`src/cpu_config.svh`:
```
`ifndef CPU_CONFIG_SVH
`define CPU_CONFIG_SVH

// Datapath and storage sizes
`define wordWidth 16    // Data word width
`define regCount 16     // Registers, 4-bit numbers
`define memDepth 256    // Memory words, 8-bit addresses

// Flow control
`define reqCredits 2    // Depth of each arbiter request queue
`define instrCredits 4  // Depth of the core instruction queue

`define resetPc 0       // First fetch address

`endif

```
`src/cpuPkg.sv`:
```
`include "cpu_config.svh"

package cpuPkg;

  // Opcode field, top nibble of the instruction
  typedef enum logic [3:0] {
    ADD  = 4'h0,
    SUB  = 4'h1,
    AND  = 4'h2,
    OR   = 4'h3,
    XOR  = 4'h4,
    ADDI = 4'h5,  // rd = rs + simm4(rt)
    LLI  = 4'h6,  // rd = {8'h00, rs, rt}
    LHI  = 4'h7,  // rd = {rs, rt, rd[7:0]}
    LW   = 4'h8,  // rd = mem[rs + simm4(rt)]
    SW   = 4'h9,  // mem[rs + simm4(rt)] = rd
    HALT = 4'ha
  } opcodeT;

  typedef struct packed {
    opcodeT     opcode;
    logic [3:0] rd;
    logic [3:0] rs;
    logic [3:0] rt;  // Also imm4 or low half of imm8
  } instrT;

  // Requester id, steers the read response back
  typedef enum logic {FETCH = 1'b0, DATA = 1'b1} srcT;

  typedef struct packed {
    srcT                           src;
    logic                          write;
    logic [$clog2(`memDepth)-1:0]  addr;
    logic [`wordWidth-1:0]         data;  // Store data, unused on reads
  } memReqT;

  typedef struct packed {
    logic                  valid;
    srcT                   src;
    logic [`wordWidth-1:0] data;
  } memRspT;

  typedef struct packed {
    logic                          valid;
    logic [$clog2(`regCount)-1:0]  regNum;  // Destination register
    logic [`wordWidth-1:0]         data;
  } retireT;

endpackage

```
`src/sharedMem.sv`:
```
`include "cpu_config.svh"

module sharedMem (
  input  logic                         clk,
  input  cpuPkg::memReqT               req,
  input  logic                         reqValid,
  output cpuPkg::memRspT               rsp,
  input  logic                         loadEn,
  input  logic [$clog2(`memDepth)-1:0] loadAddr,
  input  logic [`wordWidth-1:0]        loadData
);

  logic [`wordWidth-1:0] mem [`memDepth];  // Contents survive reset

  // Single write port, host load has priority
  always_ff @(posedge clk) begin
    if (loadEn) begin
      mem[loadAddr] <= loadData;
    end else if (reqValid && req.write) begin
      mem[req.addr] <= req.data;
    end
  end

  // Read answers one cycle after the grant
  always_ff @(posedge clk) begin
    rsp.valid <= reqValid && !req.write;  // Clears when no read granted
    rsp.src   <= req.src;                 // Echo requester for steering
    rsp.data  <= mem[req.addr];
  end

endmodule

```
`config.mk`:
```
export PLATFORM = sky130hd
export DESIGN_NAME = sharedMem
export DESIGN_NICKNAME = d
export VERILOG_FILES = /design/src/cpuPkg.sv /design/src/sharedMem.sv
export VERILOG_INCLUDE_DIRS = /design/src
export SDC_FILE = /design/constraint.sdc
export NUM_CORES = 2
export LEC_CHECK = 0
export ABC_AREA = 1
export ABC_CLOCK_PERIOD_IN_PS = 4300
export BUFFER_PORTS_ARGS = -buffer_cell sky130_fd_sc_hd__clkbuf_2
export CORE_UTILIZATION = 63
export DETAILED_ROUTE_END_ITERATION = 6
export PLACE_DENSITY_LB_ADDON = 0.3
export SLEW_MARGIN = 20
export SYNTH_ARGS = -nofsm -noshare
export SYNTH_HDL_FRONTEND = slang
export SYNTH_SLANG_ARGS = --single-unit
export TNS_END_PERCENT = 20
```
`constraint.sdc`:
```
create_clock -name clk -period 4.3 [get_ports clk]
set_input_delay 0.86 -clock clk [delete_from_list [all_inputs] [get_ports clk]]
set_output_delay 0.86 -clock clk [all_outputs]
set_load 0.1 [all_outputs]
```
* Word-level counts from Yosys, hierarchy flattened
Memory sizes are Yosys's and may differ from the RTL's. A register that Yosys moved wholly into a read port is not among the register bits. Index checks and enable logic that the tools add are counted.
Storage, ports and cells: ROM bits 0, word-level logic and storage cells 15, register bits after elaboration 2, memories kept 1, RAM bits 4096, latch bits 0, output and inout port bits 18, input bits 53
Memory list:
- mem | depth 256, width 16, rd ports 1, clocked after memory_dff 1, wr ports 1, RTL line sharedMem.sv:13 | logic [`wordWidth-1:0] mem [`memDepth];
Cells by class: divide/modulo/power cells 0, multiply operators 0, multiplexer cells 8, reductions and logical operators 4, bitwise logic cells 0, shifts and indexed selects 0, equality and inequality tests 0, add/sub/neg operators 0, order comparisons 0
Operators with widths (number):
- $mux 16 | 1
- $reduce_or 16->1 | 1
- $mux 8 | 1
- $mux 1 | 6
- $logic_and 1x1->1 | 2
- $logic_not 1->1 | 1

* Longest topological paths before layout
word-level depth 6, mapped depth 15, mapped depth without buffers 11

* Worst setup path before layout
OpenSTA, ideal clock, no wires.
path type input to register, from input loadEn, to memory mem[0][10] (netlist bit), data pin, data required time 3744 ps, arrival 3444 ps, path slack 300 ps, library setup time 556 ps, cell stages on the path 4, buffers on the path 2, cell sequence nand3b_4 -> buf_2 -> clkbuf_1 -> mux2_2
On the way: word-level cells in the longest chain between the ends 4
Ends and longest elaborated chain:
- start: declaration | RTL line sharedMem.sv:8 | input logic loadEn,
- $mux 1 | RTL line sharedMem.sv:17 | if (loadEn) begin
- $mux 1 (not written as such) | RTL line sharedMem.sv:20 | mem[req.addr] <= req.data;
- $reduce_or 16->1 (no source line)
- $mux 16 (no source line)
- end: declaration | RTL line sharedMem.sv:13
Every way passes these cells.

* Worst setup path in the final report
from register rsp[11] (netlist name), to output rsp[11] (netlist bit)
RTL lines:
- end: declaration | RTL line sharedMem.sv:7 | output cpuPkg::memRspT rsp,
No word-level cell between the ends.

==> summary.md <==
| Metric | Value |
|---|---|
| Vias per cell | 6.51 |
| Layout cell share with drive strength beyond 1 | 9.13% |
| Final Max Slew Viols | 0 |
| Power share of the sequential group | 52.2% |
| Std cell rows | 188 |
| #FFs+latches synth | 4,114 |
| Setup Skew | 0.0727 ns |
| Vias in the first global route | 110k |
| Synth Area per Inst | 12.2 µm² |
| Leakage power | 65.4 nW |
| Min-Delay Path Depth | 2 |
| Status | finished, violations left |
| Hold_ws | 0.105 ns |
| Worst vdd ir | 473 µV |
| Chip Height | 516 µm |
| Fmax | 295 MHz |
| # H-tree levels | 5 |
| Unrepaired setup endpoints after global routing | no |
| Placed Area | 172,000 µm² |
| Fin crit period | 3.39 ns |
| Synth cell types | 22 |
| Post-Syn Area | 166,000 µm² |
| Clock Power Share | 40.7% |
| Maximum clock insertion buffer count | 4 |
| GPL Wtd Cong | 0.958 |
| CP Depth | 1 |
| R2r setup slk | 1.87 ns |
| Comb power frac | 7.0% |
| Violated checks | design-rule violations |
| IO buf count | 70 |
| Largest net degree at the start of global routing | 160 |
| DR vias | 115k |
| Num CTS Buffers | 405 |
| Reg2Reg Depth | 10 |
| Worst EP required | 3.44 ns |
| Sw Pwr | 19.5 mW |
| Finished Cell Area | 185,000 µm² |
| Ys Warns | 0 |
| Total negative slack | 0 ns |
| # Max-Cap Violations | 0 |
| GRT Util Overall | 36.0% |
| Clock sink count | 4,114 |
| Synth-to-layout area growth | 11.3% |
| Critical Path End Type | output pin |
| Crit start category | flop |
| Total gr overflow | 0 |
| First-pass GRT wire length | 704 mm |
| Total Wirelength | 481 mm |
| Die area | 266,000 µm² |
| Worst path max stage delay | 0.91 ns |
| Post-route ant nets | 0 |
| Hold crit path type | in2reg |
| Clk_lat worst skew | 0.99 ns |
| Nets | 13.9k |
| Post_cts resized | 0 |
| CTS tree | done |
| Yosys top cell area share | 74.0% |
| Synth Instances | 13.7k |
| Worst Path Buf+Inv | 1 |
| Critical path type | reg2out |
| P_int | 65.9 mW |
| Largest delay share family, worst path | flip-flops |
| Switch share | 22.8% |
| Relative slew margins | 22.4% |
| Net count after synthesis | 13.7k |
| Sequential area share after synthesis | 74.2% |
| Initial antenna violation count | 15 |
| Fillcell total | 16.9k |
| I/O Pins | 71 |
| Initial core utilization | 63.3% |
| Detailed Place HPWL | 274 mm |
| Drt first pass iters | 7 |
| Worst EP arrival | 2.53 ns |
| # DRC | 1 |
| Tcrit/Tclk final | 78.9% |
| Crit-path cells | clkbuf_2 |
| WL/cell | 27.2 µm |
| Clock Root Buffer | clkbuf_16 |
| Setup violations, final | 0 |
| Slowest CP cell | dfxtp_1 |
| Critical path peak fanout | 1 |
| Ranking of synthesized cells by area | edfxtp_1 74%, nand3_1 12%, nand2_1 9.5% |
| Yosys top cell by area | edfxtp_1 |
| Final Hold Vio Count | 0 |
| Clk pin slew, worst setup/hold paths | 0.06 ns |
| PwrDens | 461 nW/µm² |
| Initial DRC count | 19.0k |
| Die width | 516 µm |
| Core Area | 263,000 µm² |
| Worst-Margin Slew | 1.16 ns |
==> path summary, 6_finish.rpt <==
path | endpoint | startpoint
max reg2reg | rsp[11] | mem[47][11]
min | rsp[17] | req[24]
min reg2reg | rsp[7] | mem[116][7]
max | rsp[11] | rsp[11]
==> layout by cell type, fill, tap and decap left out, drive strengths merged <==
cell type | synthesis | layout
a21oi | 1 | 1
buf | 818 | 626
bufinv | 0 | 44
clkbuf | 121 | 556
clkinv | 1 | 180
clkinvlp | 0 | 7
dfxtp | 18 | 18
diode | 0 | 12
dlygate4sd3 | 0 | 1
edfxtp | 4096 | 4096
inv | 45 | 50
mux2 | 16 | 16
nand2 | 4216 | 4216
nand3 | 4033 | 4033
nand3b | 1 | 1
nor2 | 289 | 289
nor3 | 1 | 1
o21ai | 8 | 8
==> synth_stat cells <==
| cell type | instances |
|---|---|
| nand3_2 | 1 |
| buf_2 | 521 |
| nor3_2 | 1 |
| nor2_2 | 7 |
| a21oi_1 | 1 |
| buf_4 | 90 |
| nor2_1 | 282 |
| clkbuf_1 | 121 |
| nand3b_4 | 1 |
| o21ai_2 | 7 |
| inv_4 | 2 |
| edfxtp_1 | 4096 |
| clkinv_1 | 1 |
| o21ai_0 | 1 |
| nand2_1 | 4216 |
| dfxtp_1 | 18 |
| inv_2 | 7 |
| inv_1 | 36 |
| nand3_1 | 4032 |
| mux2_2 | 16 |
| buf_6 | 113 |
| buf_1 | 94 |
==> per-layer routing <==
| layer | wire, µm | GRT usage (%) | share of wire, % |
|---|---|---|---|
| met3 | 64000 | 7.78 | 13 |
| met4 | 33700 | 21.8 | 7.0 |
| met1 | 166000 | 48.2 | 35 |
| met5 | 107 | 0 | 0.022 |
| met2 | 217000 | 54.5 | 45 |
==> cell type report <==
cell class,count,area (µm²),share of cell area (%)
diodes,12,30.0,0.0162
clock buffers,492,10600,5.72
clock inverters,235,2260,1.22
inverters,46,225,0.122
multi-input cells,8565,37700,20.3
flip-flops and latches,4114,123000,66.6
well taps,3515,4400,2.38
repair buffers,691,6580,3.55
==> power groups by stage <==
stage                     logic [mW]  registers, mW  clock network [mW]
after floorplan                 3.23           45.7                   0
after global placement          5.63           45.5                   0
after detailed placement        5.78           45.5                   0
after CTS                       5.83           44.6                34.8
after global routing            6.27           44.6                36.2
final                           6.00           44.6                34.8
==> state kept, by name (all words and copies together), names as in the netlist <==
signal and cells:
mem 4096, rsp 18
==> stage by stage <==
stage	power [mW]	cells	setup slack (ns)	util [%]
detailed placement	51.2	16900	0.168	65.6
global placement	51.1	16900	0.208	65.6
floorplan	48.9	13700	0.300	-
global route	87.1	17700	0.947	70.5
CTS	85.2	17700	1.06	70.5
finish	85.4	17700	0.906	70.5
==> logic make-up after synthesis <==
family	synth area share (%)
multiplexers	0.108
buffers and inverters	3.33
AND/OR/NAND/NOR	22.3
flip-flops	74.2
AO/OA/AOI/OAI	0.0429
==> worst register-to-register path, cell delays in order (launching register included) <==
cell	delay, ns
edfxtp_1	0.38
nand2_1	0.10
nand3_1	0.10
nand3_1	0.20
nand3_1	0.17
nand3_1	0.18
nand3_1	0.21
nand3_1	0.51
nand2_1	0.29
nand2_1	0.14
nand2_1	0.08
==> timing repair <==
item / CTS / global route
endpoints found under the hold margin: 1 / 0
setup buffers: 0 / 0
hold buffers: 1 / 0
Note: power is estimated with default switching activity, not from simulation.
