File: config.mk
export PLATFORM = sky130hd
export DESIGN_NAME = regFile
export DESIGN_NICKNAME = d
export VERILOG_FILES = /design/src/regFile.sv
export VERILOG_INCLUDE_DIRS = /design/src
export SDC_FILE = /design/constraint.sdc
export NUM_CORES = 1
export LEC_CHECK = 0
export ABC_AREA = 1
export BUFFER_PORTS_ARGS = -buffer_cell sky130_fd_sc_hd__buf_2
export CORE_ASPECT_RATIO = 1.4
export CORE_MARGIN = 3
export CORE_UTILIZATION = 63
export CTS_CLUSTER_DIAMETER = 60
export DETAILED_ROUTE_END_ITERATION = 6
export GPL_ROUTABILITY_DRIVEN = 0
export HOLD_SLACK_MARGIN = 0.02
export PLACE_DENSITY = 0.81
export SLEW_MARGIN = 15
export SYNTH_ARGS = -nofsm -noshare
export SYNTH_HDL_FRONTEND = slang
export SYNTH_SLANG_ARGS = --single-unit
File: constraint.sdc
create_clock -name clk -period 1.6 [get_ports clk]
set_input_delay 0.16 -clock clk [delete_from_list [all_inputs] [get_ports clk]]
set_output_delay 0.16 -clock clk [all_outputs]
set_load 0.01 [all_outputs]
File: src/cpu_config.svh
`ifndef CPU_CONFIG_SVH
`define CPU_CONFIG_SVH

// Datapath and storage sizes
`define wordWidth 16    // Data word width
`define regCount 16     // Registers, 4-bit numbers
`define memDepth 256    // Memory words, 8-bit addresses

// Flow control
`define reqCredits 2    // Depth of each arbiter request queue
`define instrCredits 4  // Depth of the core instruction queue

`define resetPc 0       // First fetch address

`endif

File: src/regFile.sv
`include "cpu_config.svh"

module regFile (
  input  logic                         clk,
  input  logic                         rst,
  input  logic [$clog2(`regCount)-1:0] srcReg1,
  input  logic [$clog2(`regCount)-1:0] srcReg2,
  input  logic [$clog2(`regCount)-1:0] dstReg,
  input  logic                         writeReg,
  input  logic [`wordWidth-1:0]        dstData,
  output logic [`wordWidth-1:0]        srcData1,
  output logic [`wordWidth-1:0]        srcData2
);

  localparam int addrW = $clog2(`regCount);

  logic [`wordWidth-1:0] regs [`regCount];
  logic [`wordWidth-1:0] writeVal;        // Zero when targeting register 0
  logic [`wordWidth-1:0] read1Q, read2Q;  // Sampled read data
  logic [addrW-1:0]      addr1Q, addr2Q;  // Sampled read addresses

  assign writeVal = (dstReg == '0) ? '0 : dstData;

  always_ff @(posedge clk) begin
    if (rst) begin
      regs   <= '{default: '0};  // All registers start at zero
      read1Q <= '0;
      read2Q <= '0;
      addr1Q <= '0;
      addr2Q <= '0;
    end else begin
      addr1Q <= srcReg1;
      addr2Q <= srcReg2;
      // Write-first when the sampling edge also writes the register
      read1Q <= (writeReg && dstReg == srcReg1) ? writeVal : regs[srcReg1];
      read2Q <= (writeReg && dstReg == srcReg2) ? writeVal : regs[srcReg2];
      if (writeReg) regs[dstReg] <= writeVal;
    end
  end

  // Read data one cycle after the address
  assign srcData1 = read1Q;
  assign srcData2 = read2Q;

  ////////////////////////////////////////////////////////////
  // Register 0 reads as zero through both ports
  ////////////////////////////////////////////////////////////
  assert property (@(posedge clk) disable iff (rst) (addr1Q == '0) |-> (srcData1 == '0))
    else $error("regFile port 1 read nonzero from register 0");
  assert property (@(posedge clk) disable iff (rst) (addr2Q == '0) |-> (srcData2 == '0))
    else $error("regFile port 2 read nonzero from register 0");

endmodule

-- Yosys cells after proc, flatten, opt, wreduce, memory -nomap -nowiden
Cells that the tools add are included.
Widths: inputs -> output; s select.
- $lt $le $gt $ge: 4
- eq/ne operators: 2
- mux-type cells: 12
- bitwise operators: 3
- reduce and logical (&&, ||, !) cells: 4
- operators by type and width (kind ; count):
    $bwmux 256 ; 1
    $bmux 16 s4 ; 2
    $mux 16 ; 8
    $demux 16 s4 ; 1
    $ge 5x5->1 const B ; 3
    $not 4->5 ; 3
    $eq 4x4->1 ; 2
    $lt 5x1->1 const B ; 1
    $logic_not 4->1 ; 1
    $logic_and 1x1->1 ; 3
- register bits after elaboration: 288
- input port bits: 31
- output and inout port bits: 32
- logic and storage cells: 43

-- Depth between registers and ports, before layout
- word-level depth: 6
- depth in mapped cells: 11
- depth with buffers taken out: 10

-- Worst setup path before layout
No wires, ideal clock.
- kind: input -> register
- start point: input dstReg[0]
- end point: register read1Q[4], in the netlist srcData1[4]
- setup time: 0.109 ns
- arrival time: 1.161 ns
- data required time: 1.491 ns
- slack: 0.330 ns
- stages: 10
- cell sequence: clkbuf_2 -> nor3_2 -> inv_2 -> buf_12 -> nand2_4 -> inv_1 -> nor2_1 -> nor2_1 -> nand2_1 -> inv_1
- cells in the longest elaborated chain, start to end: 3
- RTL lines (what ; RTL line ; source):
    start, declared ; regFile.sv:8 ; input logic [$clog2(`regCount)-1:0] dstReg,
    $logic_not 4->1 / $eq 4x4->1 (equally long branches) ; regFile.sv:22, regFile.sv:35 ;
    $mux 16 / $logic_and 1x1->1 (equally long branches) ; regFile.sv:22, regFile.sv:35 ;
    $mux 16 (*) ; regFile.sv:35 ; read1Q <= (writeReg && dstReg == srcReg1) ? writeVal : regs[srcReg1];
    end signal, assigned ; regFile.sv:35 ;
    end, declared ; regFile.sv:19 ; logic [`wordWidth-1:0] read1Q, read2Q;
Mark *: on every way between the ends. The rest lies on a longest branch, timed or not.
A chain may end at the register's enable or synchronous reset.

-- Worst setup path in the final report
- start point: register read2Q[6], in the netlist srcData2[6]
- end point: output srcData2[6]
- RTL lines (what ; RTL line ; source):
    start, declared ; regFile.sv:19 ;
    start signal, assigned ; regFile.sv:36 ; read2Q <= (writeReg && dstReg == srcReg2) ? writeVal : regs[srcReg2];
    end, declared ; regFile.sv:12 ; output logic [`wordWidth-1:0] srcData2
No word-level cell between the ends.

==> results.json <==
{
  "grt_antenna_before_repair": 4,
  "syn_avg_cell_area_sq_um": 6.29,
  "std_cell_core_area_sq_mm": 0.0241,
  "avgRoutedWirePerCell_um": 20.4,
  "clockRootBuffer": "sky130_fd_sc_hd__clkbuf_16",
  "post-cts-setup-buffer-count": 0,
  "flip_flop_and_latch_count_after_synthesis": 288,
  "tritoncts.num_buffers": 30,
  "sinks_on_clock_net": 288,
  "yosys_warnings": 0,
  "clk_path_buf_depth": 3,
  "violations": "design-rule violations",
  "synth.mux.area_fraction": 0,
  "die_outline_area_sq_mm": 0.0266,
  "finalWorstPathRequiredPeriod_ns": 1.50,
  "fin_cells": 2820,
  "critical_path.reg2reg.startpoint": "regs[248]",
  "htree_num_levels": 1,
  "top_usage_layer": "met2",
  "layout_commonest_cell": "sky130_fd_sc_hd__nand2_1",
  "core.rowCount": 67,
  "io-pin-count": 63,
  "min-delay-start": "dstData[8]",
  "synth_adder_area_share": 0,
  "maxCapViolCount": 0,
  "worstSetupEndpointType": "output pin",
  "grt_pass1_vias": 17100,
  "cp_num_buf_inv": 1,
  "grtUsageMet3": 0.0964,
  "synth-xor-area-share": 0.00338,
  "maxSlewHeadroom": 0.696,
  "totalNegativeSetupSlack_ns": 0,
  "fin_nets": 2515,
  "crit_fanout": 1,
  "rr_worst_depth": 8,
  "finalCritPeriodShare": 0.935,
  "chipWidth_um": 139,
  "global_route.usage.total": 0.421,
  "maxSlewViolCount": 0,
  "tightestPinTransition_ns": 0.457,
  "worst-path-stages": 1,
  "synthToLayoutAreaGrowth_pct": 14.3,
  "simple_gate_area_share_of_the_yosys_netlist": 0.327,
  "synth_nets": 2502,
  "crit_type": "reg -> out",
  "grt.met2_usage": 0.671,
  "synth-seq-area-share": 0.371,
  "arrival_ns": 1.34,
  "min_path_cells": 4,
  "cts_tree": "done",
  "wirelength_um": 57500,
  "report.final.hold_viol_count": 0,
  "postSynthCellCount": 2471,
  "power_density_mw_per_mm2": 995,
  "clk_pin_slew_ns": 0.07,
  "num_vias": 17400,
  "drcViolationCount": 15,
  "port_buffers": 62,
  "pleak_nw": 8.64,
  "worst_clock_skew_ns": 0.0200,
  "grt_pass1_wl_um": 89400,
  "post-place-cells": 2758,
  "hold_path_class": "in -> reg",
  "drt_iter0_markers": 2277,
  "synthDistinctLibCells": 22,
  "drt_first_pass_iters": 7,
  "grt_max_degree": 66,
  "synth_top_family_by_area": "simple AND/OR/NAND/NOR gates",
  "place.detailed.hpwl_um": 36600,
  "final_layout_size_suffix_gt1_frac": 0.113,
  "worst_skew_pair.late_latency_ns": 0.57,
  "crit_path_start_kind": "register",
  "status": "complete, but fails checks",
  "regToRegSetupSlack_ns": 0.34,
  "finalSetupViolations": 0,
  "starting_density": 0.644,
  "grt_overflow_total": 0,
  "worst_hold_slack_ns": 0.0233,
  "worst_case_hold_path_end_point": "regs[232]",
  "critical_path.cell_chain": "buf_2",
  "path_delay_family": "flip-flops",
  "most_frequent_cells_in_the_layout": "sky130_fd_sc_hd__nand2_1, sky130_fd_sc_hd__nand3_1, sky130_fd_sc_hd__inv_1, sky130_fd_sc_hd__dfxtp_1, sky130_fd_sc_hd__a21oi_1",
  "critical-path-max-stage-delay_ns": 0.56,
  "synth_compound_area_frac": 0.154,
  "fmax_mhz": 668,
  "r2r-end": "srcData1[8]",
  "antenna_left": 0,
  "cp_slowest_cell": "sky130_fd_sc_hd__dfxtp_1",
  "netlist_area_before_placement_sq_mm": 0.0156,
  "avgViaCountPerCell": 6.19,
  "met1_usage": 0.466,
  "worst_ir_drop_vdd_mv": 1.05,
  "die_height_um": 192,
  "rsz0062_at_grt": "no",
  "worst_path_required_ns": 1.44
}
[synth_stat cells]
cell / instances / area, sq um
sky130_fd_sc_hd__a211oi_1: 1 / 7.51
sky130_fd_sc_hd__a21oi_1: 239 / 1200
sky130_fd_sc_hd__buf_1: 31 / 116
sky130_fd_sc_hd__buf_12: 1 / 20.0
sky130_fd_sc_hd__buf_2: 99 / 495
sky130_fd_sc_hd__buf_6: 10 / 113
sky130_fd_sc_hd__clkbuf_1: 63 / 236
sky130_fd_sc_hd__clkbuf_2: 2 / 10.0
sky130_fd_sc_hd__dfxtp_1: 288 / 5770
sky130_fd_sc_hd__inv_1: 321 / 1200
sky130_fd_sc_hd__inv_2: 13 / 48.8
sky130_fd_sc_hd__nand2_1: 560 / 2100
sky130_fd_sc_hd__nand2_2: 1 / 6.26
sky130_fd_sc_hd__nand2_4: 10 / 113
sky130_fd_sc_hd__nand3_1: 499 / 2500
sky130_fd_sc_hd__nand3_2: 3 / 30.0
sky130_fd_sc_hd__nor2_1: 78 / 293
sky130_fd_sc_hd__nor2_2: 6 / 37.5
sky130_fd_sc_hd__nor3_2: 1 / 10.0
sky130_fd_sc_hd__o21ai_0: 233 / 1170
sky130_fd_sc_hd__o21ai_1: 6 / 30.0
sky130_fd_sc_hd__xor2_1: 6 / 52.6
[area by class of cell]
| type | instances | area (sq um) |
|---|---|---|
| multi-input cells | 1643 | 7560 |
| fillers | 1948 | 6370 |
| flip-flops and latches | 288 | 5770 |
| repair buffers | 187 | 1730 |
| inverters | 334 | 1260 |
| clock buffers | 43 | 921 |
| well taps | 310 | 388 |
| clock inverters | 12 | 138 |
| diodes | 3 | 7.51 |
[registers in the layout (all words and copies together) (netlist names)]
name / cells
regs: 256
srcData2: 16
srcData1: 16
[cell families (layout without fill, tap and decap cells)]
| logic type | after synthesis | after routing |
|---|---|---|
| simple gates | 1158 | 1158 |
| buf+inv | 540 | 576 |
| compound gates | 479 | 479 |
| flops | 288 | 288 |
| xor+xnor | 6 | 6 |
| other cells | 0 | 3 |
[what timing repair did]
item,CTS,global route
hold endpoints to repair,12,0
hold buffers,4,0
gates resized for setup,0,0
setup endpoints to repair,0,0
[worst min-delay path: stages]
cell	delay (ns)
sky130_fd_sc_hd__buf_2	0.11
sky130_fd_sc_hd__nand2_1	0.11
sky130_fd_sc_hd__buf_12	0.12
sky130_fd_sc_hd__a21oi_1	0.05
[report_power, final]
| group | internal (mW) | switching [mW] | leakage (nW) |
|---|---|---|---|
| Sequential | 7.37 | 0.158 | 2.34 |
| Combinational | 0.902 | 1.77 | 5.78 |
| Clock | 4.45 | 3.03 | 0.530 |
| Total | 12.7 | 4.96 | 8.64 |
[per-stage QoR]
stage	power, mW	util	setup slack (ns)	cell area (sq um)
4_1_cts	17.6	0.736	0.269	17800
6_report	17.7	0.736	0.104	17800
5_1_grt	18.1	0.736	0.116	17800
2_1_floorplan	9.21	-	0.330	15600
3_5_place_dp	10.2	0.690	-0.0499	16700
3_3_place_gp	10.2	0.690	-0.0388	16700
[how the worst max path moves through the flow]
stage,from,to,slack [ns]
2_1_floorplan,dstReg[0],srcData1[4],0.33
3_3_place_gp,srcReg2[0],srcData2[14],-0.04
3_5_place_dp,srcReg2[0],srcData2[14],-0.05
4_1_cts,srcData1[9],srcData1[9],0.27
5_1_grt,srcData2[6],srcData2[6],0.12
6_report,srcData2[6],srcData2[6],0.10
[routing by layer]
metal,up-vias,part of all wire
met5,-,0.00023
met4,2,0.11
met3,441,0.12
met2,1269,0.45
met1,7774,0.33
li1,7956,-
No activity file was read; power rests on OpenSTA's default activity.
