[config.mk]
export PLATFORM = sky130hd
export DESIGN_NAME = fetchUnit
export DESIGN_NICKNAME = d
export VERILOG_FILES = /design/src/cpuPkg.sv /design/src/fetchUnit.sv
export VERILOG_INCLUDE_DIRS = /design/src
export SDC_FILE = /design/constraint.sdc
export NUM_CORES = 1
export LEC_CHECK = 0
export BUFFER_PORTS_ARGS = -buffer_cell sky130_fd_sc_hd__buf_2
export CAP_MARGIN = 20
export CORE_UTILIZATION = 40
export CTS_CLUSTER_DIAMETER = 120
export DETAILED_ROUTE_END_ITERATION = 16
export PLACE_DENSITY = 0.85
export SLEW_MARGIN = 20
export SYNTH_ARGS = -nofsm -noshare
export SYNTH_HDL_FRONTEND = slang
export SYNTH_SLANG_ARGS = --single-unit
[constraint.sdc]
create_clock -name clk -period 2.5 [get_ports clk]
set_input_delay 0.5 -clock clk [delete_from_list [all_inputs] [get_ports clk]]
set_output_delay 0.5 -clock clk [all_outputs]
set_load 0.01 [all_outputs]
[src/cpu_config.svh]
`ifndef CPU_CONFIG_SVH
`define CPU_CONFIG_SVH

// Datapath and storage sizes
`define wordWidth 16    // Data word width
`define regCount 16     // Registers, 4-bit numbers
`define memDepth 256    // Memory words, 8-bit addresses

// Flow control
`define reqCredits 2    // Depth of each arbiter request queue
`define instrCredits 4  // Depth of the core instruction queue

`define resetPc 0       // First fetch address

`endif

[src/cpuPkg.sv]
`include "cpu_config.svh"

package cpuPkg;

  // Opcode field, top nibble of the instruction
  typedef enum logic [3:0] {
    ADD  = 4'h0,
    SUB  = 4'h1,
    AND  = 4'h2,
    OR   = 4'h3,
    XOR  = 4'h4,
    ADDI = 4'h5,  // rd = rs + simm4(rt)
    LLI  = 4'h6,  // rd = {8'h00, rs, rt}
    LHI  = 4'h7,  // rd = {rs, rt, rd[7:0]}
    LW   = 4'h8,  // rd = mem[rs + simm4(rt)]
    SW   = 4'h9,  // mem[rs + simm4(rt)] = rd
    HALT = 4'ha
  } opcodeT;

  typedef struct packed {
    opcodeT     opcode;
    logic [3:0] rd;
    logic [3:0] rs;
    logic [3:0] rt;  // Also imm4 or low half of imm8
  } instrT;

  // Requester id, steers the read response back
  typedef enum logic {FETCH = 1'b0, DATA = 1'b1} srcT;

  typedef struct packed {
    srcT                           src;
    logic                          write;
    logic [$clog2(`memDepth)-1:0]  addr;
    logic [`wordWidth-1:0]         data;  // Store data, unused on reads
  } memReqT;

  typedef struct packed {
    logic                  valid;
    srcT                   src;
    logic [`wordWidth-1:0] data;
  } memRspT;

  typedef struct packed {
    logic                          valid;
    logic [$clog2(`regCount)-1:0]  regNum;  // Destination register
    logic [`wordWidth-1:0]         data;
  } retireT;

endpackage

[src/fetchUnit.sv]
`include "cpu_config.svh"

module fetchUnit (
  input  logic           clk,
  input  logic           rst,
  input  logic           halted,
  output cpuPkg::memReqT memReq,
  output logic           memPush,
  input  logic           memCredit,
  input  cpuPkg::memRspT memRsp,
  output logic           instrPush,
  output cpuPkg::instrT  instrData,
  input  logic           instrCredit
);

  localparam int addrW     = $clog2(`memDepth);
  localparam int reqCntW   = $clog2(`reqCredits + 1);
  localparam int instrCntW = $clog2(`instrCredits + 1);

  logic [addrW-1:0]     pc;        // Next fetch address
  logic [reqCntW-1:0]   reqCnt;    // Free arbiter queue slots
  logic [instrCntW-1:0] instrCnt;  // Free instruction queue slots
  logic                 issue;

  // Both credits held, so the queue and the response have room
  assign issue   = !halted && (reqCnt != '0) && (instrCnt != '0);
  assign memPush = issue;

  always_comb begin
    memReq      = '0;             // Read, no store data
    memReq.src  = cpuPkg::FETCH;
    memReq.addr = pc;
  end

  always_ff @(posedge clk) begin
    if (rst) begin
      pc       <= addrW'(`resetPc);
      reqCnt   <= reqCntW'(`reqCredits);
      instrCnt <= instrCntW'(`instrCredits);
    end else begin
      if (issue) pc <= pc + 1'b1;  // Straight-line program
      reqCnt   <= reqCnt - reqCntW'(issue) + reqCntW'(memCredit);
      instrCnt <= instrCnt - instrCntW'(issue) + instrCntW'(instrCredit);
    end
  end

  // Returned words go straight to the core queue
  assign instrPush = memRsp.valid;
  assign instrData = cpuPkg::instrT'(memRsp.data);

endmodule

---- Word-level counts from Yosys, hierarchy flattened ----
Index checks and enable logic that the tools add are counted.
cells by class
  $add $sub $neg .......................... 5
  multipliers ............................. 0
  divide/modulo/power cells ............... 0
  order comparisons ....................... 0
  equal/unequal tests ..................... 0
  shifts and indexed selects .............. 0
  multiplexer cells ....................... 0
  bitwise logic cells ..................... 0
  reduce and logical (&&, ||, !) cells .... 5
operators with widths
  cell                 count
  $add 8x1->8 const B  1
  $add 3x1->3          1
  $reduce_bool 3->1    1
  $sub 3x1->3          1
  $add 2x1->2          1
  $logic_and 1x1->1    2
  $reduce_bool 2->1    1
  $sub 2x1->2          1
  $logic_not 1->1      1
storage, ports and cells
  bits in registers ....................... 13
  latch bits .............................. 0
  bits in writable memories ............... 0
  ROM bits ................................ 0
  bits of input ports ..................... 23
  output and inout port bits .............. 44
  word-level logic and storage cells ...... 13
  memories kept ........................... 0

---- Longest topological paths before layout ----
  word-level depth ........................ 5
  depth in mapped cells ................... 9
  gate-level depth less buffers ........... 9

---- Worst setup path after synthesis ----
OpenSTA, ideal clock, no wires.
  kind .................................... in2reg
  start point ............................. in halted
  end point ............................... reg instrCnt[2]
  setup time .............................. 117 ps
  arrival ................................. 1940 ps
  data required time ...................... 2383 ps
  slack ................................... 443 ps
  cell stages on the path ................. 9
  buffers on the path ..................... 0
  cell sequence ........................... o21bai_4 nor3_1 a21o_1 ha_1 inv_1 fa_1 xor2_1 xnor2_1 nand2b_1
between the ends
  longest elaborated chain between the ends .. 5
ends and longest elaborated chain
  element                          RTL line         RTL
  from (decl)                      fetchUnit.sv:6   input logic halted,
  $logic_not 1->1                  fetchUnit.sv:26  assign issue = !halted && (reqCnt != '0) && (instrCnt != '0);
  $logic_and 1x1->1 (2 in series)  fetchUnit.sv:26
  $sub 3x1->3                      fetchUnit.sv:43  instrCnt <= instrCnt - instrCntW'(issue) + instrCntW'(instrCredit);
  $add 3x1->3                      fetchUnit.sv:43
  to (signal assigned)             fetchUnit.sv:39  instrCnt <= instrCntW'(`instrCredits);
  to (signal assigned)             fetchUnit.sv:43
  to (decl)                        fetchUnit.sv:22  logic [instrCntW-1:0] instrCnt;
No other way between the ends.
A chain may end at the register's enable or synchronous reset.

---- Final worst setup path ----
  start point ............................. reg instrCnt[1]
  end point ............................... reg instrCnt[2]
between the ends
  longest elaborated chain between the ends .. 4
ends and longest elaborated chain
  element            RTL line
  $reduce_bool 3->1  fetchUnit.sv:26
  $logic_and 1x1->1  fetchUnit.sv:26
  $sub 3x1->3 *      fetchUnit.sv:43
  $add 3x1->3 *      fetchUnit.sv:43
Every way passes the cells marked *; elsewhere a longest branch is shown, timed or not.

==> run_results.csv <==
group,metric,value,unit
pwr,p_int,450,uW
sta,rsz0062_at_grt,"no",
global_route,grtUsageTotal,0.107,
worst_hold_path,min_to,"pc[7]",
critical_path,r2r-start,"instrCnt[1]",
routing,via_per_inst,4.44,
job,cap_viol_max_count,0,
critical_path,crit_path_top_delay_cell,"dfxtp_1",
yosys,synthTopCellsByArea,"buf_4 29%, dfxtp_1 29%, xnor2_1 6.7%",
pwr,p_per_area,870,mW/mm^2
critical_path,cpPeakStageDelay,0.45,ns
die,coreArea,0.00204,mm^2
sta,period_share,0.816,
pwr,combinationalPowerShare,0.380,
finish,drive_gt1_frac,0.227,
sta,setup_tns,0,ns
yosys,netlist_area,911,um^2
clocking,numCtsBuffers,3,
worst_hold_path,hold_depth,2,
die,fp.dieH,49.7,um
worst_hold_path,hp-class,"reg -> reg",
global_route,grt_first_pass_wirelength,2060,um
finish,fin_util,0.408,
finish,n_antenna_cell,0,
sta,post-route-min-period,2.04,ns
critical_path,worstReg2RegEnd,"instrCnt[2]",
routing,firstDrtPassIters,2,
sta,setup_violations,0,
critical_path,worstPathRequired,2.66,ns
clocking,path_clk_slew,0.08,ns
clocking,cts_max_level,1,
pwr,p_sw_frac,0.380,
critical_path,worst_r2r_path_depth,9,
clocking,cts.sinks,13,
outcome,status,"complete, no violations",
clocking,post_cts_buffers,0,
yosys,yosysUniqueCellTypes,29,
yosys,yosys.area.top_type,"buf_4",
clocking,hold_buffers,0,
routing,initialDrtViolationCount,4,
sta,fmax,490,MHz
routing,finalWirelength,1260,um
critical_path,start_kind,"register",
clocking,clockBufferDepth,2,
placed_design,portBuffers,13,
global_route,gr-total-overflow,0,
yosys,avgSynthCellArea,9.20,um^2
pwr,p_leak,0.385,nW
sta,fin_worst_skew,0.00660,ns
yosys,yosysSeqAreaShare,0.286,
critical_path,path_max_fanout,9,
pwr,peakVddDrop,0.000554,V
clocking,cts_tree,"built",
global_route,first_global_vias,504,
critical_path,crit_type,"reg -> reg",
clocking,insertion_delay,0.27,ns
critical_path,r2r_slack,0.46,ns
die,rows,16,
placed_design,gp_congestion,0.768,
clocking,ctsResizeCount,0,
global_route,antenna_found_initial,0,
global_route,grt_max_degree,15,
pwr,p_seq_frac,0.445,
finish,finalNetCount,125,
die,die_w,49.7,um
clocking,cts_root_buffer,"clkbuf_4",
pwr,p_switching,276,uW
yosys,postSynthCellCount,99,
routing,wl_per_cell,10.2,um
routing,ant_nets,0,
critical_path,path_cells,"nor3_4 -> nor3_1 -> a21o_1 -> ha_1 -> inv_1 -> fa_1 -> xor2_1 -> xnor2_1 -> nand2b_1",
critical_path,worst_ep_arrival_time,2.20,ns
die,start_util,0.446,
sta,fin_hold_ws,0.516,ns
yosys,synth_warnings,0,
routing,drc,0,
routing,vias,550,
die,io_pins,67,
worst_hold_path,min_from,"pc[7]",
sta,hold_viol_final,0,
die,die_area,0.00247,mm^2
finish,areaGrowthSynthToFinish,-8.52,%
critical_path,setup.worst_path.end_class,"register",
placed_design,dp.final_hpwl,978,um
sta,slew_viol_final,0,
yosys,yosysTopAreaCellShare,0.288,
pwr,p_clk_frac,0.174,
yosys,ys_ff_latch,13,
## worst max-delay path by stage
stage | from | to | depth (start not counted)
after floorplan | halted | instrCnt[2] | 9
after global placement | halted | instrCnt[2] | 10
after detailed placement | halted | instrCnt[2] | 10
after CTS | instrCnt[1] | instrCnt[2] | 9
after global routing | instrCnt[1] | instrCnt[2] | 9
final | instrCnt[1] | instrCnt[2] | 9
## critical path, delay by kind of cell, from the launching register on
family                   cells  cell delay (ns)
AO/OA/AOI/OAI                1             0.13
XOR/XNOR                     2             0.31
adder cells (fa/ha/maj)      2             0.50
buffers and inverters        1             0.05
flip-flops                   1             0.45
AND/OR/NAND/NOR              3             0.50
## placed cells by master (no fill, tap or decap), types with 2 or more instances in the layout
cell type and n:
ha_1 3, xnor2_1 7, nor2_1 8, nor2b_1 2, nand2b_1 3, xor2_1 3
nand3_1 2, nor3_1 3, clkbuf_4 3, a21oi_1 2, buf_2 13, dfxtp_1 13
conb_1 18
## metrics by stage
stage | instance area [um^2] | setup slack, ns | total power [mW] | cells
2_1_floorplan | 975 | 0.443 | 0.592 | 116
3_3_place_gp | 807 | 0.265 | 0.588 | 120
3_5_place_dp | 807 | 0.206 | 0.607 | 120
4_1_cts | 833 | 0.435 | 0.738 | 124
5_1_grt | 833 | 0.275 | 0.796 | 124
6_report | 833 | 0.461 | 0.725 | 124
## layer usage
layer | vias up | track usage | routed length (um)
met5 | - | 0 | 0
met4 | 0 | 0.0476 | 12
met3 | 4 | 0.0463 | 115
met2 | 25 | 0.176 | 615
met1 | 252 | 0.119 | 516
li1 | 269 | - | -
## flip-flops by register name, summed over array words and instances (netlist names)
| name | flops |
|---|---|
| pc | 8 |
| reqCnt | 2 |
| instrCnt | 3 |
## logic make-up (layout without fill, tap and decap cells)
logic type / count (synthesis) / in the layout / share of synthesized area
fa+ha+maj: 4 / 4 / 0.0632
buf+inv: 37 / 18 / 0.297
simple gates: 27 / 27 / 0.191
other cells: 1 / 18 / 0.00412
flops: 13 / 13 / 0.286
compound gates: 7 / 7 / 0.0632
xor+xnor: 10 / 10 / 0.0962
## layout make-up
| cell class | count | area, um^2 |
|---|---|---|
| inverters | 1 | 3.75 |
| repair buffers | 13 | 65.1 |
| multi-input cells | 66 | 444 |
| well taps | 27 | 33.8 |
| fillers | 220 | 1210 |
| clock buffers | 4 | 26.3 |
| flip-flops and latches | 13 | 260 |
## cells in the mapped netlist, drive strengths merged
cell / instances
buf: 35
dfxtp: 13
nor2: 9
xnor2: 7
nor3: 4
ha: 3
nand2b: 3
xor2: 3
a21oi: 2
nand3: 2
nor2b: 2
a21o: 1
a31o: 1
and3: 1
and4: 1
and4bb: 1
clkbuf: 1
conb: 1
fa: 1
inv: 1
nand2: 1
nand4: 1
nor3b: 1
nor4b: 1
o21ai: 1
o21bai: 1
o31ai: 1
## power groups by stage
stage	Combinational, mW	Sequential [mW]	Clock (mW)
finish	0.276	0.323	0.126
global route	0.327	0.331	0.139
CTS	0.280	0.324	0.134
detailed placement	0.278	0.329	0
global placement	0.265	0.323	0
floorplan	0.269	0.323	0
Power figures use the tool's default switching activity.
