### config.mk
export PLATFORM = sky130hd
export DESIGN_NAME = memArbiter
export DESIGN_NICKNAME = d
export VERILOG_FILES = /design/src/cpuPkg.sv /design/src/creditFifo.sv /design/src/memArbiter.sv
export VERILOG_INCLUDE_DIRS = /design/src
export SDC_FILE = /design/constraint.sdc
export NUM_CORES = 1
export LEC_CHECK = 0
export ABC_AREA = 1
export BUFFER_PORTS_ARGS = -buffer_cell sky130_fd_sc_hd__buf_2
export CORE_UTILIZATION = 47
export DETAILED_ROUTE_END_ITERATION = 6
export HOLD_SLACK_MARGIN = 0.15
export PLACE_DENSITY_LB_ADDON = 0.08
export SLEW_MARGIN = 5
export SYNTH_ARGS = -nofsm -noshare
export SYNTH_HDL_FRONTEND = slang
export SYNTH_SLANG_ARGS = --single-unit
### constraint.sdc
create_clock -name clk -period 1.9 [get_ports clk]
set_input_delay 0.19 -clock clk [delete_from_list [all_inputs] [get_ports clk]]
set_output_delay 0.19 -clock clk [all_outputs]
set_load 0.01 [all_outputs]
### src/cpu_config.svh
`ifndef CPU_CONFIG_SVH
`define CPU_CONFIG_SVH

// Datapath and storage sizes
`define wordWidth 16    // Data word width
`define regCount 16     // Registers, 4-bit numbers
`define memDepth 256    // Memory words, 8-bit addresses

// Flow control
`define reqCredits 2    // Depth of each arbiter request queue
`define instrCredits 4  // Depth of the core instruction queue

`define resetPc 0       // First fetch address

`endif

### src/cpuPkg.sv
`include "cpu_config.svh"

package cpuPkg;

  // Opcode field, top nibble of the instruction
  typedef enum logic [3:0] {
    ADD  = 4'h0,
    SUB  = 4'h1,
    AND  = 4'h2,
    OR   = 4'h3,
    XOR  = 4'h4,
    ADDI = 4'h5,  // rd = rs + simm4(rt)
    LLI  = 4'h6,  // rd = {8'h00, rs, rt}
    LHI  = 4'h7,  // rd = {rs, rt, rd[7:0]}
    LW   = 4'h8,  // rd = mem[rs + simm4(rt)]
    SW   = 4'h9,  // mem[rs + simm4(rt)] = rd
    HALT = 4'ha
  } opcodeT;

  typedef struct packed {
    opcodeT     opcode;
    logic [3:0] rd;
    logic [3:0] rs;
    logic [3:0] rt;  // Also imm4 or low half of imm8
  } instrT;

  // Requester id, steers the read response back
  typedef enum logic {FETCH = 1'b0, DATA = 1'b1} srcT;

  typedef struct packed {
    srcT                           src;
    logic                          write;
    logic [$clog2(`memDepth)-1:0]  addr;
    logic [`wordWidth-1:0]         data;  // Store data, unused on reads
  } memReqT;

  typedef struct packed {
    logic                  valid;
    srcT                   src;
    logic [`wordWidth-1:0] data;
  } memRspT;

  typedef struct packed {
    logic                          valid;
    logic [$clog2(`regCount)-1:0]  regNum;  // Destination register
    logic [`wordWidth-1:0]         data;
  } retireT;

endpackage

### src/creditFifo.sv
module creditFifo #(
  parameter type payloadT = logic [15:0],
  parameter int  depth    = 2
) (
  input  logic    clk,
  input  logic    rst,
  input  logic    push,
  input  payloadT pushData,
  input  logic    pop,
  output payloadT popData,
  output logic    notEmpty,
  output logic    creditReturn
);

  localparam int ptrW = (depth > 1) ? $clog2(depth) : 1;
  localparam int cntW = $clog2(depth + 1);

  payloadT         entries [depth];  // Circular storage
  logic [ptrW-1:0] wrPtr;
  logic [ptrW-1:0] rdPtr;
  logic [cntW-1:0] count;            // Occupied entries
  logic            doPop;

  assign notEmpty     = (count != '0);
  assign doPop        = pop && notEmpty;  // Pop on empty is ignored
  assign popData      = entries[rdPtr];   // Head, valid while notEmpty
  assign creditReturn = doPop;            // One credit back per entry freed

  // Entry storage
  always_ff @(posedge clk) begin
    if (push) entries[wrPtr] <= pushData;
  end

  // Pointers and occupancy
  always_ff @(posedge clk) begin
    if (rst) begin
      wrPtr <= '0;
      rdPtr <= '0;
      count <= '0;
    end else begin
      if (push) wrPtr <= (wrPtr == ptrW'(depth - 1)) ? '0 : wrPtr + 1'b1;
      if (doPop) rdPtr <= (rdPtr == ptrW'(depth - 1)) ? '0 : rdPtr + 1'b1;
      count <= count + cntW'(push) - cntW'(doPop);
    end
  end

  // A sender within its credits never finds the queue full
  assert property (@(posedge clk) disable iff (rst) push |-> (count != cntW'(depth)))
    else $error("creditFifo push while full, sender exceeded its credits");

endmodule

### src/memArbiter.sv
`include "cpu_config.svh"

module memArbiter (
  input  logic           clk,
  input  logic           rst,
  input  cpuPkg::memReqT fetchReq,
  input  cpuPkg::memReqT dataReq,
  input  logic           fetchPush,
  input  logic           dataPush,
  output logic           fetchCredit,
  output logic           dataCredit,
  output cpuPkg::memReqT memReq,
  output logic           memReqValid,
  input  cpuPkg::memRspT memRsp,
  output cpuPkg::memRspT fetchRsp,
  output cpuPkg::memRspT dataRsp
);

  cpuPkg::memReqT fetchHead, dataHead;
  logic           fetchNotEmpty, dataNotEmpty;
  logic           popFetch, popData;
  cpuPkg::srcT    lastGrant;  // Requester served most recently

  ////////////////////////////////////////////////////////////
  // Request queues, one per requester
  ////////////////////////////////////////////////////////////
  creditFifo #(.payloadT(cpuPkg::memReqT), .depth(`reqCredits)) fetchQueue (
    .clk(clk), .rst(rst),
    .push(fetchPush), .pushData(fetchReq),
    .pop(popFetch), .popData(fetchHead),
    .notEmpty(fetchNotEmpty), .creditReturn(fetchCredit)
  );

  creditFifo #(.payloadT(cpuPkg::memReqT), .depth(`reqCredits)) dataQueue (
    .clk(clk), .rst(rst),
    .push(dataPush), .pushData(dataReq),
    .pop(popData), .popData(dataHead),
    .notEmpty(dataNotEmpty), .creditReturn(dataCredit)
  );

  ////////////////////////////////////////////////////////////
  // Round-robin grant
  ////////////////////////////////////////////////////////////
  assign popFetch = fetchNotEmpty && (!dataNotEmpty || lastGrant == cpuPkg::DATA);
  assign popData  = dataNotEmpty && !popFetch;  // Alone, or its turn

  assign memReq      = popFetch ? fetchHead : dataHead;
  assign memReqValid = popFetch || popData;

  always_ff @(posedge clk) begin
    if (rst) begin
      lastGrant <= cpuPkg::DATA;  // Fetch wins the first tie
    end else if (memReqValid) begin
      lastGrant <= popFetch ? cpuPkg::FETCH : cpuPkg::DATA;
    end
  end

  // Response steering by source id
  always_comb begin
    fetchRsp       = memRsp;
    dataRsp        = memRsp;
    fetchRsp.valid = memRsp.valid && (memRsp.src == cpuPkg::FETCH);
    dataRsp.valid  = memRsp.valid && (memRsp.src == cpuPkg::DATA);
  end

  // One memory port, so one queue head per cycle
  assert property (@(posedge clk) disable iff (rst) !(fetchCredit && dataCredit))
    else $error("memArbiter popped both request queues in one cycle");

endmodule

# Word-level counts from Yosys, hierarchy flattened

Memory sizes are Yosys's and may differ from the RTL's. A register that Yosys moved wholly into a read port is not among the register bits.
Cells that the tools add are included.
Widths: inputs -> output; s select.

Register bits: 9
Bits in writable memories: 104
Bits of input ports: 74
Output and inout port bits: 65
Word-level logic and storage cells: 44
Memories kept: 2

Add/subtract/negate cells: 8
Muxes and demuxes: 14
Bitwise operators: 1
Reduce and logical (&&, ||, !) cells: 12

Memories:

| name               | words | bits a word | rd ports | clocked after Yosys merged registers in | write ports | RTL line         | RTL |
|---|---|---|---|---|---|---|---|
| dataQueue.entries  | 2     | 26          | 1        | 1                                       | 1           | creditFifo.sv:18 | `payloadT entries [depth];` |
| fetchQueue.entries | 2     | 26          | 1        | 1                                       | 1           | creditFifo.sv:18 |  |

Operators with widths:

| kind                | number |
|---|---|
| $mux 26             | 1 |
| $mux 1              | 13 |
| $logic_and 1x1->1   | 6 |
| $add 1x1->1 const B | 4 |
| $add 2x1->2         | 2 |
| $reduce_bool 2->1   | 2 |
| $sub 2x1->2         | 2 |
| $logic_not 1->1     | 2 |
| $logic_or 1x1->1    | 2 |
| $not 1->1           | 1 |

# Logic depth before layout (Yosys ltp)

Word-level depth: 9
Mapped depth: 12
Mapped depth without buffers: 12

# Modules after synthesis

Synthesis repeated with hierarchy kept, for this count alone.

Cell total of the unflattened synthesis: 368
Area total of the unflattened synthesis: 5177.5 µm²

By module, submodules not included:

| module     | times used | cells each | area each (µm²) | seq. area each (µm²) |
|---|---|---|---|---|
| creditFifo | 2          | 117        | 2219.6          | 1661.6 |
| memArbiter | 1          | 134        | 738.2           | 20.0 |

# Worst setup path after synthesis

OpenSTA, ideal clock, no wires.

Path kind: register -> register
From: reg dataQueue.wrPtr
To: mem dataQueue.entries[0][0] (netlist name), enable pin
Library setup time: 0.409 ns
Arrival time: 1.430 ns
Required time: 1.491 ns
Setup slack: 0.061 ns
Cell stages (with the launch flop): 2
Path buffers: 0
Clock period less this slack: 1.839 ns
Cell sequence: dfxtp_1 nor2_1

RTL lines:

| element                | RTL line         | RTL |
|---|---|---|
| from (decl)            | creditFifo.sv:19 | `logic [ptrW-1:0] wrPtr;` |
| from (signal assigned) | creditFifo.sv:41 | `if (push) wrPtr <= (wrPtr == ptrW'(depth - 1)) ? '0 : wrPtr + 1'b1;` |
| to (decl)              | creditFifo.sv:18 |  |

No word-level cell before the write port.

==> results.py <==
metrics = {
    "logic_synthesis": {
        "yosys_warnings": 0,
        "synth_xor_area_share_pct": 0.352,
        "synth_top_family_by_area": "buffers and inverters",
        "ys_types": 24,
        "netlist_area_um2": 4980,
        "avgSynthCellArea_um2": 12.2,
        "synth.area.mux_share_pct": 0,
        "ys_ff_latch": 115,
        "synth-seq-area-share_pct": 67.1,
        "synth-simple-area-share_pct": 10.2,
        "synth_cells": 409,
        "syn_nets": 487,
        "synth-compound-area-share_pct": 9.97,
        "synth_fa_ha_area_share_pct": 1.01,
    },
    "power": {
        "power.share.switching_pct": 34.3,
        "p_comb_share_pct": 39.0,
        "p_leak_nw": 2.73,
        "vdd.ir_drop.worst_mv": 0.939,
        "p_sw_mw": 3.27,
        "seq_power_share_pct": 32.4,
        "internal_power_mw": 6.27,
        "fin_total_pwr_mw": 9.54,
        "clkPwrFrac_pct": 28.6,
        "power_density_nw_per_um2": 1450,
    },
    "cts": {
        "clock_sink_count": 115,
        "cts_tree": "done",
        "clockBufferDepth": 2,
        "clkSlewWorstSetupHoldPaths_ns": 0.05,
        "numCtsBuffers": 17,
        "h-tree-depth": 4,
        "clock_tree.root_cell": "clkbuf_8",
        "insertion_delay_ns": 0.50,
    },
    "global_route": {
        "grt_pass1_vias": 3300,
        "grt_overflow": 0,
        "antenna_found_initial": 0,
        "grt_max_degree": 53,
        "grt_pass1_wl_um": 15500,
        "track_usage_pct": 19.1,
    },
    "sta": {
        "hold_viol": 0,
        "rsz0062_at_grt": "true",
        "worst_slew_pin_slew_ns": 0.369,
        "maxSlewViolCount": 0,
        "hold-worst-slack_ns": 0.380,
        "clock_skew_ns": 0.00622,
        "finalCritPeriodShare_pct": 96.5,
        "clock.fmax_ghz": 0.546,
        "setup_viol": 0,
        "fin_crit_ns": 1.83,
        "max_slew_margin_pct": 75.4,
    },
    "worst_hold_path": {
        "hp-class": "in -> out",
    },
    "detailed_routing": {
        "routed_wl_um": 10700,
        "wl_per_cell_um": 15.5,
        "viasPerCell": 4.76,
        "drc": 0,
        "first_pass_iters": 4,
        "vias": 3275,
        "ant_nets": 0,
        "drt_iter0_markers": 109,
    },
    "critical_path": {
        "crit_required_ns": 1.71,
        "cp.arrival_ns": 1.64,
        "critical_path_class": "reg -> out",
        "endpoint_kind": "output port",
        "cp-start-kind": "flip-flop",
        "critPathMaxFanout": 8,
    },
    "die": {
        "start_util_pct": 48.5,
        "core_um2": 10300,
        "placementRows": 37,
        "die_w_um": 105,
        "dieArea_um2": 11000,
        "fp.dieH_um": 105,
        "ios": 139,
    },
    "placement": {
        "postPlaceCellArea_um2": 5290,
        "numPortBuffers": 90,
        "finalWeightedCongestion": 0.821,
        "dp_hpwl_um": 6060,
    },
    "finish": {
        "drive_above_1_share_pct": 33.9,
        "nets": 617,
        "fin_area_um2": 6590,
        "diodes": 0,
        "final_util_pct": 64.1,
        "syn_to_final_growth_pct": 32.3,
        "layout_commonest_cell": "edfxtp_1",
        "final_cell_mix": "edfxtp_1, buf_2, nand2_1, dlygate4sd3_1, inv_1",
    },
    "job": {
        "drv_cap": 0,
    },
    "outcome": {
        "outcome": "finished clean",
    },
}
[registers in the layout, summed over array words and instances (netlist names), named ones only]
name	flops
fetchQueue.wrPtr	1
dataQueue.rdPtr	1
lastGrant	1
dataQueue.wrPtr	1
fetchQueue.rdPtr	1
fetchQueue.count	2
dataQueue.entries	52
dataQueue.count	2
fetchQueue.entries	52
[worst max-delay path, cell delays in order (launching register included)]
cell and delay [ns]:
dfxtp_2 0.34, nor2_4 0.12, inv_2 0.08, nand2_8 0.13, clkbuf_16 0.17, nand2_1 0.07
o21ai_1 0.08, buf_2 0.14
[per-stage QoR]
| step | cells | setup TNS [ns] | setup WS (ns) |
|---|---|---|---|
| 2_1_floorplan | 409 | 0 | 0.0611 |
| 3_3_place_gp | 593 | 0 | 0.214 |
| 3_5_place_dp | 593 | 0 | 0.106 |
| 4_1_cts | 681 | 0 | 0.00465 |
| 5_1_grt | 688 | -0.177 | -0.0299 |
| 6_report | 688 | 0 | 0.0670 |
[path summary, 6_finish.rpt]
check                           start  slack (ns)            endpoint  cells past startpoint
setup / recovery  fetchQueue.count[1]        0.07          memReq[16]                      7
hold / removal             memRsp[11]        0.38         dataRsp[11]                      0
setup reg to reg  fetchQueue.count[0]        0.13  dataQueue.count[1]                     10
hold reg to reg      fetchQueue.rdPtr        0.49    fetchQueue.rdPtr                      2
[cells in the mapped netlist, drive strengths merged]
master | count | area share, %
or2 | 26 | 3.3
o21ai | 79 | 9.8
nand3 | 2 | 0.20
o211ai | 1 | 0.15
nand2 | 65 | 5.2
dfxtp | 11 | 4.4
nor3 | 2 | 0.20
buf | 47 | 7.6
edfxtp | 104 | 63
inv | 46 | 3.5
nor2 | 18 | 1.4
ha | 4 | 1.0
clkbuf | 2 | 0.20
xor2 | 2 | 0.35
[power groups by stage]
stage | sequential, mW | clock [mW] | combinational [mW]
floorplan | 3.11 | 0 | 2.14
global placement | 3.11 | 0 | 2.92
detailed placement | 3.11 | 0 | 2.95
CTS | 3.06 | 2.78 | 3.19
global route | 3.11 | 2.88 | 4.08
finish | 3.09 | 2.73 | 3.72
[cell type report]
class	count	area (um^2)
clock buffer	22	463
inverter	46	178
fill	823	3690
timing repair buffer	160	1250
multi-input combinational	199	1120
tap	136	170
sequential	115	3350
clock inverter	10	60.1
[timing repair]
action / 4_1_cts / 5_1_grt
gates cloned: 1 / 6
hold buffers: 55 / 0
setup endpoints to repair: 24 / 27
setup buffers: 0 / 1
endpoints found under the hold margin: 115 / 0
gates resized for setup: 5 / 19
pin swaps: 0 / 4
[layer usage]
layer	vias up	GRT usage (%)	wire (um)	part of all wire, %
li1	1616	-	-	-
met1	1575	20.9	4610	43
met2	75	34.2	5390	51
met3	9	6.99	587	5.5
met4	0	6.14	73	0.68
met5	-	0	0	0
[cell families (layout without fill, tap and decap cells)]
| family | Yosys count | after routing |
|---|---|---|
| fa+ha+maj | 4 | 4 |
| simple gates | 113 | 113 |
| buf+inv | 95 | 238 |
| compound gates | 80 | 80 |
| flops | 115 | 115 |
| xor+xnor | 2 | 2 |
Power figures use the tool's default switching activity.
